==> src/verilog/mesh_cfg.svh <==
`ifndef MESH_CFG_SVH
`define MESH_CFG_SVH

// Square matrix dimension (N x N)
`define MS_MATRIX_SIZE 4

// Tile dimension (T x T), must divide the matrix size
`define MS_TILE_SIZE 2

// Width of one A or B element
`define MS_DATA_WIDTH 16

// Width of one C accumulator entry
// Holds N products of two full-width elements with headroom
`define MS_ACC_WIDTH 40

`endif

==> src/verilog/mesh_pkg.sv <==
`include "mesh_cfg.svh"

package mesh_pkg;

    // Sizes taken from the configuration header
    localparam int MS_N = `MS_MATRIX_SIZE;
    localparam int MS_T = `MS_TILE_SIZE;

    // Tiles per side, store depth and total pair count
    localparam int MS_TILES    = MS_N / MS_T;
    localparam int MS_DEPTH    = MS_N * MS_N;
    localparam int MS_ADDR_W   = $clog2(MS_DEPTH);
    localparam int MS_PRODUCTS = MS_N * MS_N * MS_N;

    // Index widths, kept at least one bit wide
    localparam int MS_TILE_IDX_W = (MS_TILES > 1) ? $clog2(MS_TILES) : 1;
    localparam int MS_ELEM_IDX_W = (MS_T > 1) ? $clog2(MS_T) : 1;

    typedef logic [`MS_DATA_WIDTH-1:0] elem_t;
    typedef logic [`MS_ACC_WIDTH-1:0]  acc_t;
    typedef logic [MS_ADDR_W-1:0]      addr_t;
    typedef logic [MS_TILE_IDX_W-1:0]  tile_idx_t;
    typedef logic [MS_ELEM_IDX_W-1:0]  elem_idx_t;

    // One row-major write into a matrix store
    typedef struct packed {
        logic  en;
        elem_t data;
    } wr_port_t;

    // Travels next to the store read data, one per operand pair
    typedef struct packed {
        logic  valid;
        logic  first;
        logic  last;
        addr_t c_addr;
    } pair_meta_t;

    typedef enum logic {
        SEQ_IDLE,
        SEQ_ISSUE
    } seq_state_t;

endpackage

==> src/verilog/matrix_store.sv <==
`timescale 1ns/1ps

module matrix_store (
    input  logic               clk_i,
    input  logic               rstn_i,
    input  logic               clear_i,
    input  mesh_pkg::wr_port_t wr_i,
    input  logic               rd_en_i,
    input  mesh_pkg::addr_t    rd_addr_i,
    output mesh_pkg::elem_t    rd_data_o,
    output logic               full_o
);

    import mesh_pkg::*;

    elem_t mem_q [MS_DEPTH];

    addr_t fill_ptr_q;
    logic  full_q;
    logic  wr_accept;

    // Writes stop once full; a clear in the same cycle wins
    assign wr_accept = wr_i.en && !full_q && !clear_i;

    // Fill pointer wraps to zero as the last slot is written
    always_ff @(posedge clk_i or negedge rstn_i) begin
        if (!rstn_i) begin
            fill_ptr_q <= '0;
            full_q     <= 1'b0;
        end else if (clear_i) begin
            fill_ptr_q <= '0;
            full_q     <= 1'b0;
        end else if (wr_accept) begin
            fill_ptr_q <= fill_ptr_q + 1'b1;
            if (fill_ptr_q == addr_t'(MS_DEPTH - 1)) begin
                full_q <= 1'b1;
            end
        end
    end

    // Element array, row-major order
    always_ff @(posedge clk_i) begin
        if (wr_accept) begin
            mem_q[fill_ptr_q] <= wr_i.data;
        end
    end

    // Registered read, data one cycle after the strobe
    always_ff @(posedge clk_i) begin
        if (rd_en_i) begin
            rd_data_o <= mem_q[rd_addr_i];
        end
    end

    assign full_o = full_q;

endmodule

==> src/verilog/block_sequencer.sv <==
`timescale 1ns/1ps

module block_sequencer (
    input  logic                 clk_i,
    input  logic                 rstn_i,
    input  logic                 start_i,
    input  logic                 a_full_i,
    input  logic                 b_full_i,
    output mesh_pkg::addr_t      a_rd_addr_o,
    output mesh_pkg::addr_t      b_rd_addr_o,
    output logic                 rd_en_o,
    output mesh_pkg::pair_meta_t meta_o,
    output logic                 busy_o
);

    import mesh_pkg::*;

    localparam int CNT_W = $clog2(MS_PRODUCTS);

    seq_state_t state_q;
    seq_state_t state_d;

    // i, j: output tile; k: inner tile; r, c: C element; m: reduction element
    tile_idx_t i_q;
    tile_idx_t j_q;
    tile_idx_t k_q;
    elem_idx_t r_q;
    elem_idx_t c_q;
    elem_idx_t m_q;

    logic [CNT_W-1:0] issue_cnt_q;

    logic       start_ok;
    logic       issuing;
    logic       first_issue;
    logic       last_issue;
    addr_t      c_addr;
    pair_meta_t meta_q;

    function automatic int unsigned glob_idx(input tile_idx_t tile, input elem_idx_t elem);
        return tile * MS_T + elem;
    endfunction

    function automatic addr_t rc_addr(input int unsigned row, input int unsigned col);
        return addr_t'(row * MS_N + col);
    endfunction

    assign start_ok    = (state_q == SEQ_IDLE) && start_i && a_full_i && b_full_i;
    assign issuing     = (state_q == SEQ_ISSUE);
    assign first_issue = issuing && (issue_cnt_q == '0);
    assign last_issue  = issuing && (issue_cnt_q == CNT_W'(MS_PRODUCTS - 1));

    always_comb begin
        state_d = state_q;
        case (state_q)
            SEQ_IDLE: begin
                if (start_ok) begin
                    state_d = SEQ_ISSUE;
                end
            end
            SEQ_ISSUE: begin
                if (last_issue) begin
                    state_d = SEQ_IDLE;
                end
            end
            default: state_d = SEQ_IDLE;
        endcase
    end

    always_ff @(posedge clk_i or negedge rstn_i) begin
        if (!rstn_i) begin
            state_q <= SEQ_IDLE;
        end else begin
            state_q <= state_d;
        end
    end

    // Nested index chain, m steps fastest, i slowest
    always_ff @(posedge clk_i or negedge rstn_i) begin
        if (!rstn_i) begin
            issue_cnt_q <= '0;
            {i_q, j_q, k_q} <= '0;
            {r_q, c_q, m_q} <= '0;
        end else if (start_ok) begin
            issue_cnt_q <= '0;
            {i_q, j_q, k_q} <= '0;
            {r_q, c_q, m_q} <= '0;
        end else if (issuing) begin
            issue_cnt_q <= issue_cnt_q + 1'b1;
            if (m_q == elem_idx_t'(MS_T - 1)) begin
                m_q <= '0;
                if (c_q == elem_idx_t'(MS_T - 1)) begin
                    c_q <= '0;
                    if (r_q == elem_idx_t'(MS_T - 1)) begin
                        r_q <= '0;
                        if (k_q == tile_idx_t'(MS_TILES - 1)) begin
                            k_q <= '0;
                            if (j_q == tile_idx_t'(MS_TILES - 1)) begin
                                j_q <= '0;
                                i_q <= (i_q == tile_idx_t'(MS_TILES - 1)) ? '0 : i_q + 1'b1;
                            end else begin
                                j_q <= j_q + 1'b1;
                            end
                        end else begin
                            k_q <= k_q + 1'b1;
                        end
                    end else begin
                        r_q <= r_q + 1'b1;
                    end
                end else begin
                    c_q <= c_q + 1'b1;
                end
            end else begin
                m_q <= m_q + 1'b1;
            end
        end
    end

    // A[i*T+r][k*T+m] times B[k*T+m][j*T+c] feeds C[i*T+r][j*T+c]
    assign a_rd_addr_o = rc_addr(glob_idx(i_q, r_q), glob_idx(k_q, m_q));
    assign b_rd_addr_o = rc_addr(glob_idx(k_q, m_q), glob_idx(j_q, c_q));
    assign c_addr      = rc_addr(glob_idx(i_q, r_q), glob_idx(j_q, c_q));

    // Metadata lags the issue by one cycle to line up with store data
    always_ff @(posedge clk_i or negedge rstn_i) begin
        if (!rstn_i) begin
            meta_q <= '0;
        end else begin
            meta_q.valid  <= issuing;
            meta_q.first  <= first_issue;
            meta_q.last   <= last_issue;
            meta_q.c_addr <= c_addr;
        end
    end

    assign rd_en_o = issuing;
    assign meta_o  = meta_q;
    assign busy_o  = issuing;

endmodule

==> src/verilog/tile_accumulator.sv <==
`timescale 1ns/1ps

module tile_accumulator (
    input  logic                 clk_i,
    input  logic                 rstn_i,
    input  mesh_pkg::pair_meta_t meta_i,
    input  mesh_pkg::elem_t      a_i,
    input  mesh_pkg::elem_t      b_i,
    input  mesh_pkg::addr_t      c_rd_addr_i,
    output mesh_pkg::acc_t       c_rd_data_o,
    output logic                 done_o
);

    import mesh_pkg::*;

    acc_t c_mem_q [MS_DEPTH];

    acc_t product;
    acc_t c_rd_q;
    logic done_q;

    // Unsigned product, widened before the multiply
    assign product = acc_t'(a_i) * acc_t'(b_i);

    // C entries start at zero after reset
    always_ff @(posedge clk_i or negedge rstn_i) begin
        if (!rstn_i) begin
            for (int e = 0; e < MS_DEPTH; e++) begin
                c_mem_q[e] <= '0;
            end
        end else if (meta_i.valid) begin
            if (meta_i.first) begin
                // New run, old results are dropped
                for (int e = 0; e < MS_DEPTH; e++) begin
                    c_mem_q[e] <= '0;
                end
                c_mem_q[meta_i.c_addr] <= product;
            end else begin
                c_mem_q[meta_i.c_addr] <= c_mem_q[meta_i.c_addr] + product;
            end
        end
    end

    // Done drops on the first pair and rises with the last one
    always_ff @(posedge clk_i or negedge rstn_i) begin
        if (!rstn_i) begin
            done_q <= 1'b0;
        end else if (meta_i.valid) begin
            if (meta_i.last) begin
                done_q <= 1'b1;
            end else if (meta_i.first) begin
                done_q <= 1'b0;
            end
        end
    end

    // Registered C read port
    always_ff @(posedge clk_i) begin
        c_rd_q <= c_mem_q[c_rd_addr_i];
    end

    assign c_rd_data_o = c_rd_q;
    assign done_o      = done_q;

endmodule

==> src/verilog/block_matmul.sv <==
`timescale 1ns/1ps

module block_matmul (
    input  logic               clk_i,
    input  logic               rstn_i,

    // Matrix loading
    input  mesh_pkg::wr_port_t a_wr_i,
    input  mesh_pkg::wr_port_t b_wr_i,
    input  logic               clear_i,
    output logic               a_full_o,
    output logic               b_full_o,

    // Run control
    input  logic               start_i,
    output logic               busy_o,
    output logic               done_o,

    // Result read port
    input  mesh_pkg::addr_t    c_rd_addr_i,
    output mesh_pkg::acc_t     c_rd_data_o
);

    import mesh_pkg::*;

    addr_t      a_rd_addr;
    addr_t      b_rd_addr;
    logic       rd_en;
    elem_t      a_rd_data;
    elem_t      b_rd_data;
    pair_meta_t meta;

    // Store for A
    matrix_store a_store (
        .clk_i     (clk_i),
        .rstn_i    (rstn_i),
        .clear_i   (clear_i),
        .wr_i      (a_wr_i),
        .rd_en_i   (rd_en),
        .rd_addr_i (a_rd_addr),
        .rd_data_o (a_rd_data),
        .full_o    (a_full_o)
    );

    // Store for B
    matrix_store b_store (
        .clk_i     (clk_i),
        .rstn_i    (rstn_i),
        .clear_i   (clear_i),
        .wr_i      (b_wr_i),
        .rd_en_i   (rd_en),
        .rd_addr_i (b_rd_addr),
        .rd_data_o (b_rd_data),
        .full_o    (b_full_o)
    );

    // Producer: walks i, j, k and the tile elements
    block_sequencer block_sequencer_inst (
        .clk_i       (clk_i),
        .rstn_i      (rstn_i),
        .start_i     (start_i),
        .a_full_i    (a_full_o),
        .b_full_i    (b_full_o),
        .a_rd_addr_o (a_rd_addr),
        .b_rd_addr_o (b_rd_addr),
        .rd_en_o     (rd_en),
        .meta_o      (meta),
        .busy_o      (busy_o)
    );

    // Consumer: sums the pairs into C
    tile_accumulator tile_accumulator_inst (
        .clk_i       (clk_i),
        .rstn_i      (rstn_i),
        .meta_i      (meta),
        .a_i         (a_rd_data),
        .b_i         (b_rd_data),
        .c_rd_addr_i (c_rd_addr_i),
        .c_rd_data_o (c_rd_data_o),
        .done_o      (done_o)
    );

endmodule

==> config.mk <==
export PLATFORM = sky130hd
export DESIGN_NAME = block_matmul
export DESIGN_NICKNAME = d
export VERILOG_FILES = /design/src/verilog/mesh_pkg.sv /design/src/verilog/matrix_store.sv /design/src/verilog/block_sequencer.sv /design/src/verilog/tile_accumulator.sv /design/src/verilog/block_matmul.sv
export VERILOG_INCLUDE_DIRS = /design/src /design/src/verilog
export SDC_FILE = /design/constraint.sdc
export NUM_CORES = 2
export LEC_CHECK = 0
export BUFFER_PORTS_ARGS = -buffer_cell sky130_fd_sc_hd__buf_2
export CAP_MARGIN = 10
export CORE_MARGIN = 1.5
export CORE_UTILIZATION = 43
export CTS_CLUSTER_DIAMETER = 200
export DETAILED_ROUTE_END_ITERATION = 6
export PLACE_DENSITY = 0.64
export RECOVER_POWER = 50
export SLEW_MARGIN = 20
export SYNTH_ARGS = -nofsm -noshare
export SYNTH_HDL_FRONTEND = slang
export SYNTH_HIERARCHICAL = 1
export SYNTH_SLANG_ARGS = --single-unit
==> constraint.sdc <==
create_clock -name clk_i -period 18.35 [get_ports clk_i]
set_clock_uncertainty 0.15 [all_clocks]
set_input_delay 0.9175 -clock clk_i [delete_from_list [all_inputs] [get_ports clk_i]]
set_output_delay 0.9175 -clock clk_i [all_outputs]
set_load 0.02 [all_outputs]
# [Word level (Yosys, flattened, before mapping)]
# Memories as Yosys holds them, arrays and structs flattened. A register that Yosys moved wholly into a read port is not among the register bits.
# Cells that the tools add are included.
[classes] add_sub_neg=16 mul=1 n_lt_le_gt_ge=3 eq_ne=3 n_mux=64 bitwise_logic=4 reduce_logical=33
[ops] op="AND 632 x 640 -> 640 bit" n=1
[ops] op="bitwise mux 640 bit" n=1
[ops] op="two-way mux 640 bit" n=1
[ops] op="binary-select mux 40 bit (select 4 bit)" n=2
[ops] op="two-way mux 40 bit" n=5
[ops] op="demux 40 bit (select 4 bit)" n=1
[ops] op="two-way mux 1 bit" n=47
[ops] op="adder 40 x 32 -> 40 bit" n=1
[ops] op="multiplier 16 x 16 -> 32 bit" n=1
[ops] op="nonzero test 2 bit" n=11
[ops] op="two-way mux 4 bit" n=4
[ops] op="two-way mux 6 bit" n=2
[ops] op="greater-or-equal comparator 5 bit, second input constant" n=2
[ops] op="logical AND 1 bit" n=10
[ops] op="inverter 4 -> 5 bit" n=2
[ops] op="adder 4 x 1 -> 4 bit, second input constant" n=2
[ops] op="adder 4 bit" n=2
[ops] op="== test 4 bit, second input constant" n=2
[ops] op="AND reduction 2 bit" n=4
[ops] op="adder 1 bit, second input constant" n=6
[ops] op="adder 2 x 1 -> 3 bit" n=2
[ops] op="adder 6 x 1 -> 6 bit, second input constant" n=1
[ops] op="== test 6 bit, second input constant" n=1
[ops] op="logical NOT 6 bit" n=1
[ops] op="10 further kinds" n=12
[word_totals] ff_bits=711 mem_bits_rw=512 output_inout_bits=44 word_cells=160 memories=2
[mem_list] memory="a_store.mem_q" words=16 word_bits=16 read_ports=1 rd_ports_with_merged_regs=1 wr=1 line_no="matrix_store.sv:16" source="elem_t mem_q [MS_DEPTH];"
[mem_list] memory="b_store.mem_q" words=16 word_bits=16 read_ports=1 rd_ports_with_merged_regs=1 wr=1 line_no="matrix_store.sv:16"

# [Longest topological paths before layout]
[logic_depth] ltp_word=9 ltp_mapped=34

# [By module]
# Netlist, hierarchy kept.
[by_module_without_submodules] module="tile_accumulator" instances=1 cells_per_inst=4081 area_per_inst_um2=45122.0 seq_area_each_um2=16841.2
[by_module_without_submodules] module="matrix_store (b_store)" instances=1 cells_per_inst=462 area_per_inst_um2=10542.6 seq_area_each_um2=8293.0
[by_module_without_submodules] module="matrix_store (a_store)" instances=1 cells_per_inst=462 area_per_inst_um2=10487.6 seq_area_each_um2=8293.0
[by_module_without_submodules] module="block_sequencer" instances=1 cells_per_inst=77 area_per_inst_um2=887.1 seq_area_each_um2=500.5

# [Worst setup path before layout]
# OpenSTA, ideal clock, no wires.
[synth_path] path_type="register -> register" startpoint="reg b_store.rd_data_o[1], read port of b_store.mem_q" endpoint="reg tile_accumulator_inst/c_mem_q[153] (netlist bit)" setup_ns=0.128 t_arrival_ns=7.720 required_ns=18.072 slack_ns=10.352 path_stages_with_launch=30 cell_sequence="edfxtp_1 > clkbuf_1 > nand2_1 > fa_1 > fa_1 > fa_1 > fa_1 > inv_1 > fa_1 > inv_1 > fa_1 > inv_1 > ha_1 > and4_1 > nand2_1 > o21ai_1 > nand3_1 > o21a_1 > xnor2_1 > ha_1 > a21o_1 > a211oi_1 > nor2_1 > o311a_1 > nor3_1 > a21oi_4 > o21ai_0 > xor2_1 > buf_2 > o21ai_0"
[synth_via] elab_chain_cells=4
[synth_rtl] element="start: declaration" line_no="matrix_store.sv:10" source="output mesh_pkg::elem_t rd_data_o,"
[synth_rtl] element="multiplier 16 x 16 -> 32 bit" line_no="tile_accumulator.sv:23" source="assign product = acc_t'(a_i) * acc_t'(b_i);"
[synth_rtl] element="adder 40 x 32 -> 40 bit" line_no="tile_accumulator.sv:39" source="c_mem_q[meta_i.c_addr] <= c_mem_q[meta_i.c_addr] + product;"
[synth_rtl] element="bitwise mux 640 bit" line_no="tile_accumulator.sv:39"
[synth_rtl] element="two-way mux 640 bit" line_no="tile_accumulator.sv:32" source="if (meta_i.first) begin"
[synth_rtl] element="end signal: indexed assignment" line_no="tile_accumulator.sv:37" source="c_mem_q[meta_i.c_addr] <= product;"
[synth_rtl] element="end signal: indexed assignment" line_no="tile_accumulator.sv:39"
[synth_rtl] element="end: declaration" line_no="tile_accumulator.sv:16" source="acc_t c_mem_q [MS_DEPTH];"
# Every way passes these cells.
# A chain may end at the register's enable or synchronous reset.

# [Final worst setup path]
[layout_path] startpoint="reg b_store.rd_data_o[1], read port of b_store.mem_q" endpoint="reg tile_accumulator_inst/c_mem_q[231] (netlist bit)"
[layout_via] elab_chain_cells=4 word_cells_on_any_way=5
[layout_rtl] element="multiplier 16 x 16 -> 32 bit (*)" line_no="tile_accumulator.sv:23"
[layout_rtl] element="adder 40 x 32 -> 40 bit" line_no="tile_accumulator.sv:39"
[layout_rtl] element="bitwise mux 640 bit" line_no="tile_accumulator.sv:39"
[layout_rtl] element="two-way mux 640 bit (*)" line_no="tile_accumulator.sv:32"
# Mark *: on every way between the ends. The rest lies on a longest branch, timed or not.

==> summary.md <==
| Metric | Value |
|---|---|
| DRT iter0 DRCs | roughly 4500 |
| Initial core utilization | 0.434 |
| Most common cell after layout, fill and taps aside | dfrtp_1 |
| Warnings from Yosys | 6 |
| Slew headroom | -3.52 |
| Number of synthesized register bits | about 1300 |
| Crit-path slowest cell | edfxtp_1 |
| Outcome | finished with violations |
| H-tree Lvls | 4 |
| Routed length per instance | about 26 um |
| Post-DP HPWL | between 100 and 150 mm |
| Max incr delay on CP | ~730 ps |
| Fillers | between 10000 and 15000 |
| Violated checks | max-capacitance violations, max-slew violations |
| Total global routing track utilization | 0.235 |
| DIE AREA | between 150000 and 200000 um2 |
| Vias per cell | about 6.2 |
| Sum Neg Setup Slack | 0 ps |
| Area Growth Syn to Fin | 9.87% |
| Core footprint | between 150000 and 200000 um2 |
| Post-CTS Setup Repair Bufs | 0 |
| Ys async rst share | 0.535 |
| Int Power | roughly 4800 uW |
| P per Cell Area | roughly 92 nW/um2 |
| Root buf cell | clkbuf_16 |
| Sequential share of power | 0.444 |
| Number of global-route vias before repair | ~44000 |
| Synth Instances | 5082 |
| DIE WIDTH | 398 um |
| Placer Congestion | around 0.88 |
| Global-route wire length before repair | ~280 mm |
| CP bufs+invs | 4 |
| Share of layout cells above drive strength 1 | 0.184 |
| Hold crit path type | input pin to register |
| Nets | 5376 |
| Max-cap violations | 5 |
| PortBufs | 85 |
| Final worst-path cycle share | 0.516 |
| Total vias in the final route | 44276 |
| Cell variety after synth | 86 |
| Combinational Power Share | 0.151 |
| Later-pin clock latency in the skew report | ~800 ps |
| Hold Violations, Final | 0 |
| Clock power share | 0.405 |
| Post-route ant nets | 0 |
| Worst Path Max Fanout | 16 |
| Count of TritonRoute iterations in the first routing pass | 6 |
| Clock Path Buffers | 3 |
| CP Class | register to register |
| Clock-pin slew on the worst setup and hold paths | 60 ps |
| Cells after DPL | 6897 |
| Max Clock Freq | about 0.11 GHz |
| Non-Filler Instances | about 7000 |
| CP delay by family, top | adder cells |
| Number of synthesized flops with an enable pin | 544 |
| Seq/Total Area, Yosys | 0.506 |
| Lkg Pwr | roughly 0.03 uW |
| Minimum clock period | 9460 ps |
| CTS tree | built |
| Clk sinks | ~1300 |
| Initial antenna violation count | 11 |
| # rows | between 100 and 150 |
| Net Sw Frac | 0.284 |
| Sw Pwr | 1930 uW |
| Worst path required time | between 15000 and 20000 ps |
| WP data arrival | around 10000 ps |
| Die height | just under 400 um |
| Number of diodes | 0 |
| Number of buffers created by CTS | 136 |
| VDD IR max | 0.0000858 V |
| Most frequent cells in the layout | dfrtp_1 (663), edfxtp_1 (544), mux4_2 (500) |
| Largest net degree at the start of global routing | approximately 180 |
| Post-Syn Area per Cell | about 13 um2 |
| DP Worst Slack | about 8700 ps |
| Synth Flop Type | dfrtp_1 |
| Critical Path Sink Type | register |
| Drt total wl | approximately 190 mm |
| RSZ-0062 raised after global routing | no |
| Remaining Overflow, GRT | 0 |
| Mapped cell area | 67000 um2 |
| Post_cts resized | 0 |
| # setup viols final | 0 |
| CP dominant cell by count | fa_1 |
| Hold Buf Count CTS | 0 |
| Worst Setup Start Kind | register |
| Io pins | 86 |
| Worst Max-Slew Pin Slew | approximately 6800 ps |
| Slew Limit Fails | 327 |
| Setup ws final | approximately 8900 ps |
| Drt drc | 0 |
| Syn Nets | around 5500 |
state kept, by name, indices dropped and copies added (netlist names), 4 cells and up:
name	count
a_store/fill_ptr_q	4
a_store/mem_q	256
a_store/rd_data_o	16
b_store/fill_ptr_q	4
b_store/mem_q	256
b_store/rd_data_o	16
block_sequencer_inst/issue_cnt_q	6
block_sequencer_inst/meta_o	7
tile_accumulator_inst/c_mem_q	640
tile_accumulator_inst/c_rd_data_o	40
logic make-up (layout without fill, tap and decap cells):
logic type,Yosys count,in the layout,share of synthesized area
compound gates,1000,1000,0.0920
xor+xnor,68,68,0.00916
fa+ha+maj,342,342,0.0857
buf+inv,667,689,0.0414
flops,1255,1255,0.506
mux,537,537,0.180
simple gates,1213,1213,0.0862
power by group through the flow:
stage                     sequential [uW]  clock (uW)  combinational (uW)
final                                3010        2740                1020
after global routing                 3010        2890                1100
after CTS                            3010        2780                1000
after detailed placement             3060           0                 995
after global placement               3060           0                 982
after floorplan                      3060           0                 649
path summary, 6_finish.rpt:
kind                                                             endpoint                                      startpoint  slack (ps)  cells after the start
setup / recovery           tile_accumulator_inst/c_mem_q[231]$_DFFE_PN0P_                  b_store/rd_data_o[1]$_DFFE_PP_        8890                     28
hold / removal                                 b_store/full_o$_DFFE_PN0P_                                      b_wr_i[16]         340                      3
setup reg to reg           tile_accumulator_inst/c_mem_q[231]$_DFFE_PN0P_                  b_store/rd_data_o[1]$_DFFE_PP_        8890                     28
hold reg to reg            tile_accumulator_inst/c_mem_q[197]$_DFFE_PN0P_  tile_accumulator_inst/c_mem_q[197]$_DFFE_PN0P_         350                      2
max in group asynchronous            block_sequencer_inst/m_q$_DFFE_PN0P_                                          rstn_i        9080                      2
min in group asynchronous  tile_accumulator_inst/c_mem_q[204]$_DFFE_PN0P_                                          rstn_i        2530                      1
layout make-up:
cell class,instances,area (um2),share of cell area
sequential,1255,33900,0.461
timing repair buffer,190,1180,0.0161
inverter,249,935,0.0127
clock inverter,52,643,0.00873
multi-input combinational,3160,30600,0.415
tap,2044,2560,0.0347
clock buffer,198,3790,0.0515
synth_stat cells (all sizes together), types with 25 or more instances:
cell    number  area share
fa         195       0.058
and2       130       0.012
nor2       158      0.0089
buf        120       0.010
nand3      422       0.032
clkbuf     296       0.017
nor3        26      0.0022
xnor2       39      0.0054
and3        34      0.0032
o21ai      507       0.038
o31ai       33      0.0041
edfxtp     544        0.24
dfxtp       40       0.012
xor2        29      0.0038
a22oi       73      0.0082
a21oi      108      0.0083
a22o        87       0.011
nand2      362       0.020
a21o        54      0.0060
dfrtp      671        0.25
ha         147       0.027
inv        249       0.014
mux4       524        0.18
o22ai       25      0.0023
through the flow:
step	hold slack (ps)	instance area, um2	power (uW)	util
3_3_place_gp	325	69300	4040	0.449
4_1_cts	86.6	73800	6790	0.478
2_1_floorplan	245	67000	3700	-
5_1_grt	358	73700	7000	0.477
3_5_place_dp	333	69300	4050	0.449
6_report	344	73700	6770	0.477
per-layer routing:
| metal | GRT usage | part of all wire |
|---|---|---|
| met5 | 0 | 0.00032 |
| met4 | 0.0697 | 0.029 |
| met3 | 0.0487 | 0.084 |
| met2 | 0.375 | 0.48 |
| met1 | 0.326 | 0.41 |
worst min-delay path: stages:
cell     delay (ps)
buf_2           120
a41oi_1         110
nor2_1           90
No activity file was read; power rests on OpenSTA's default activity.
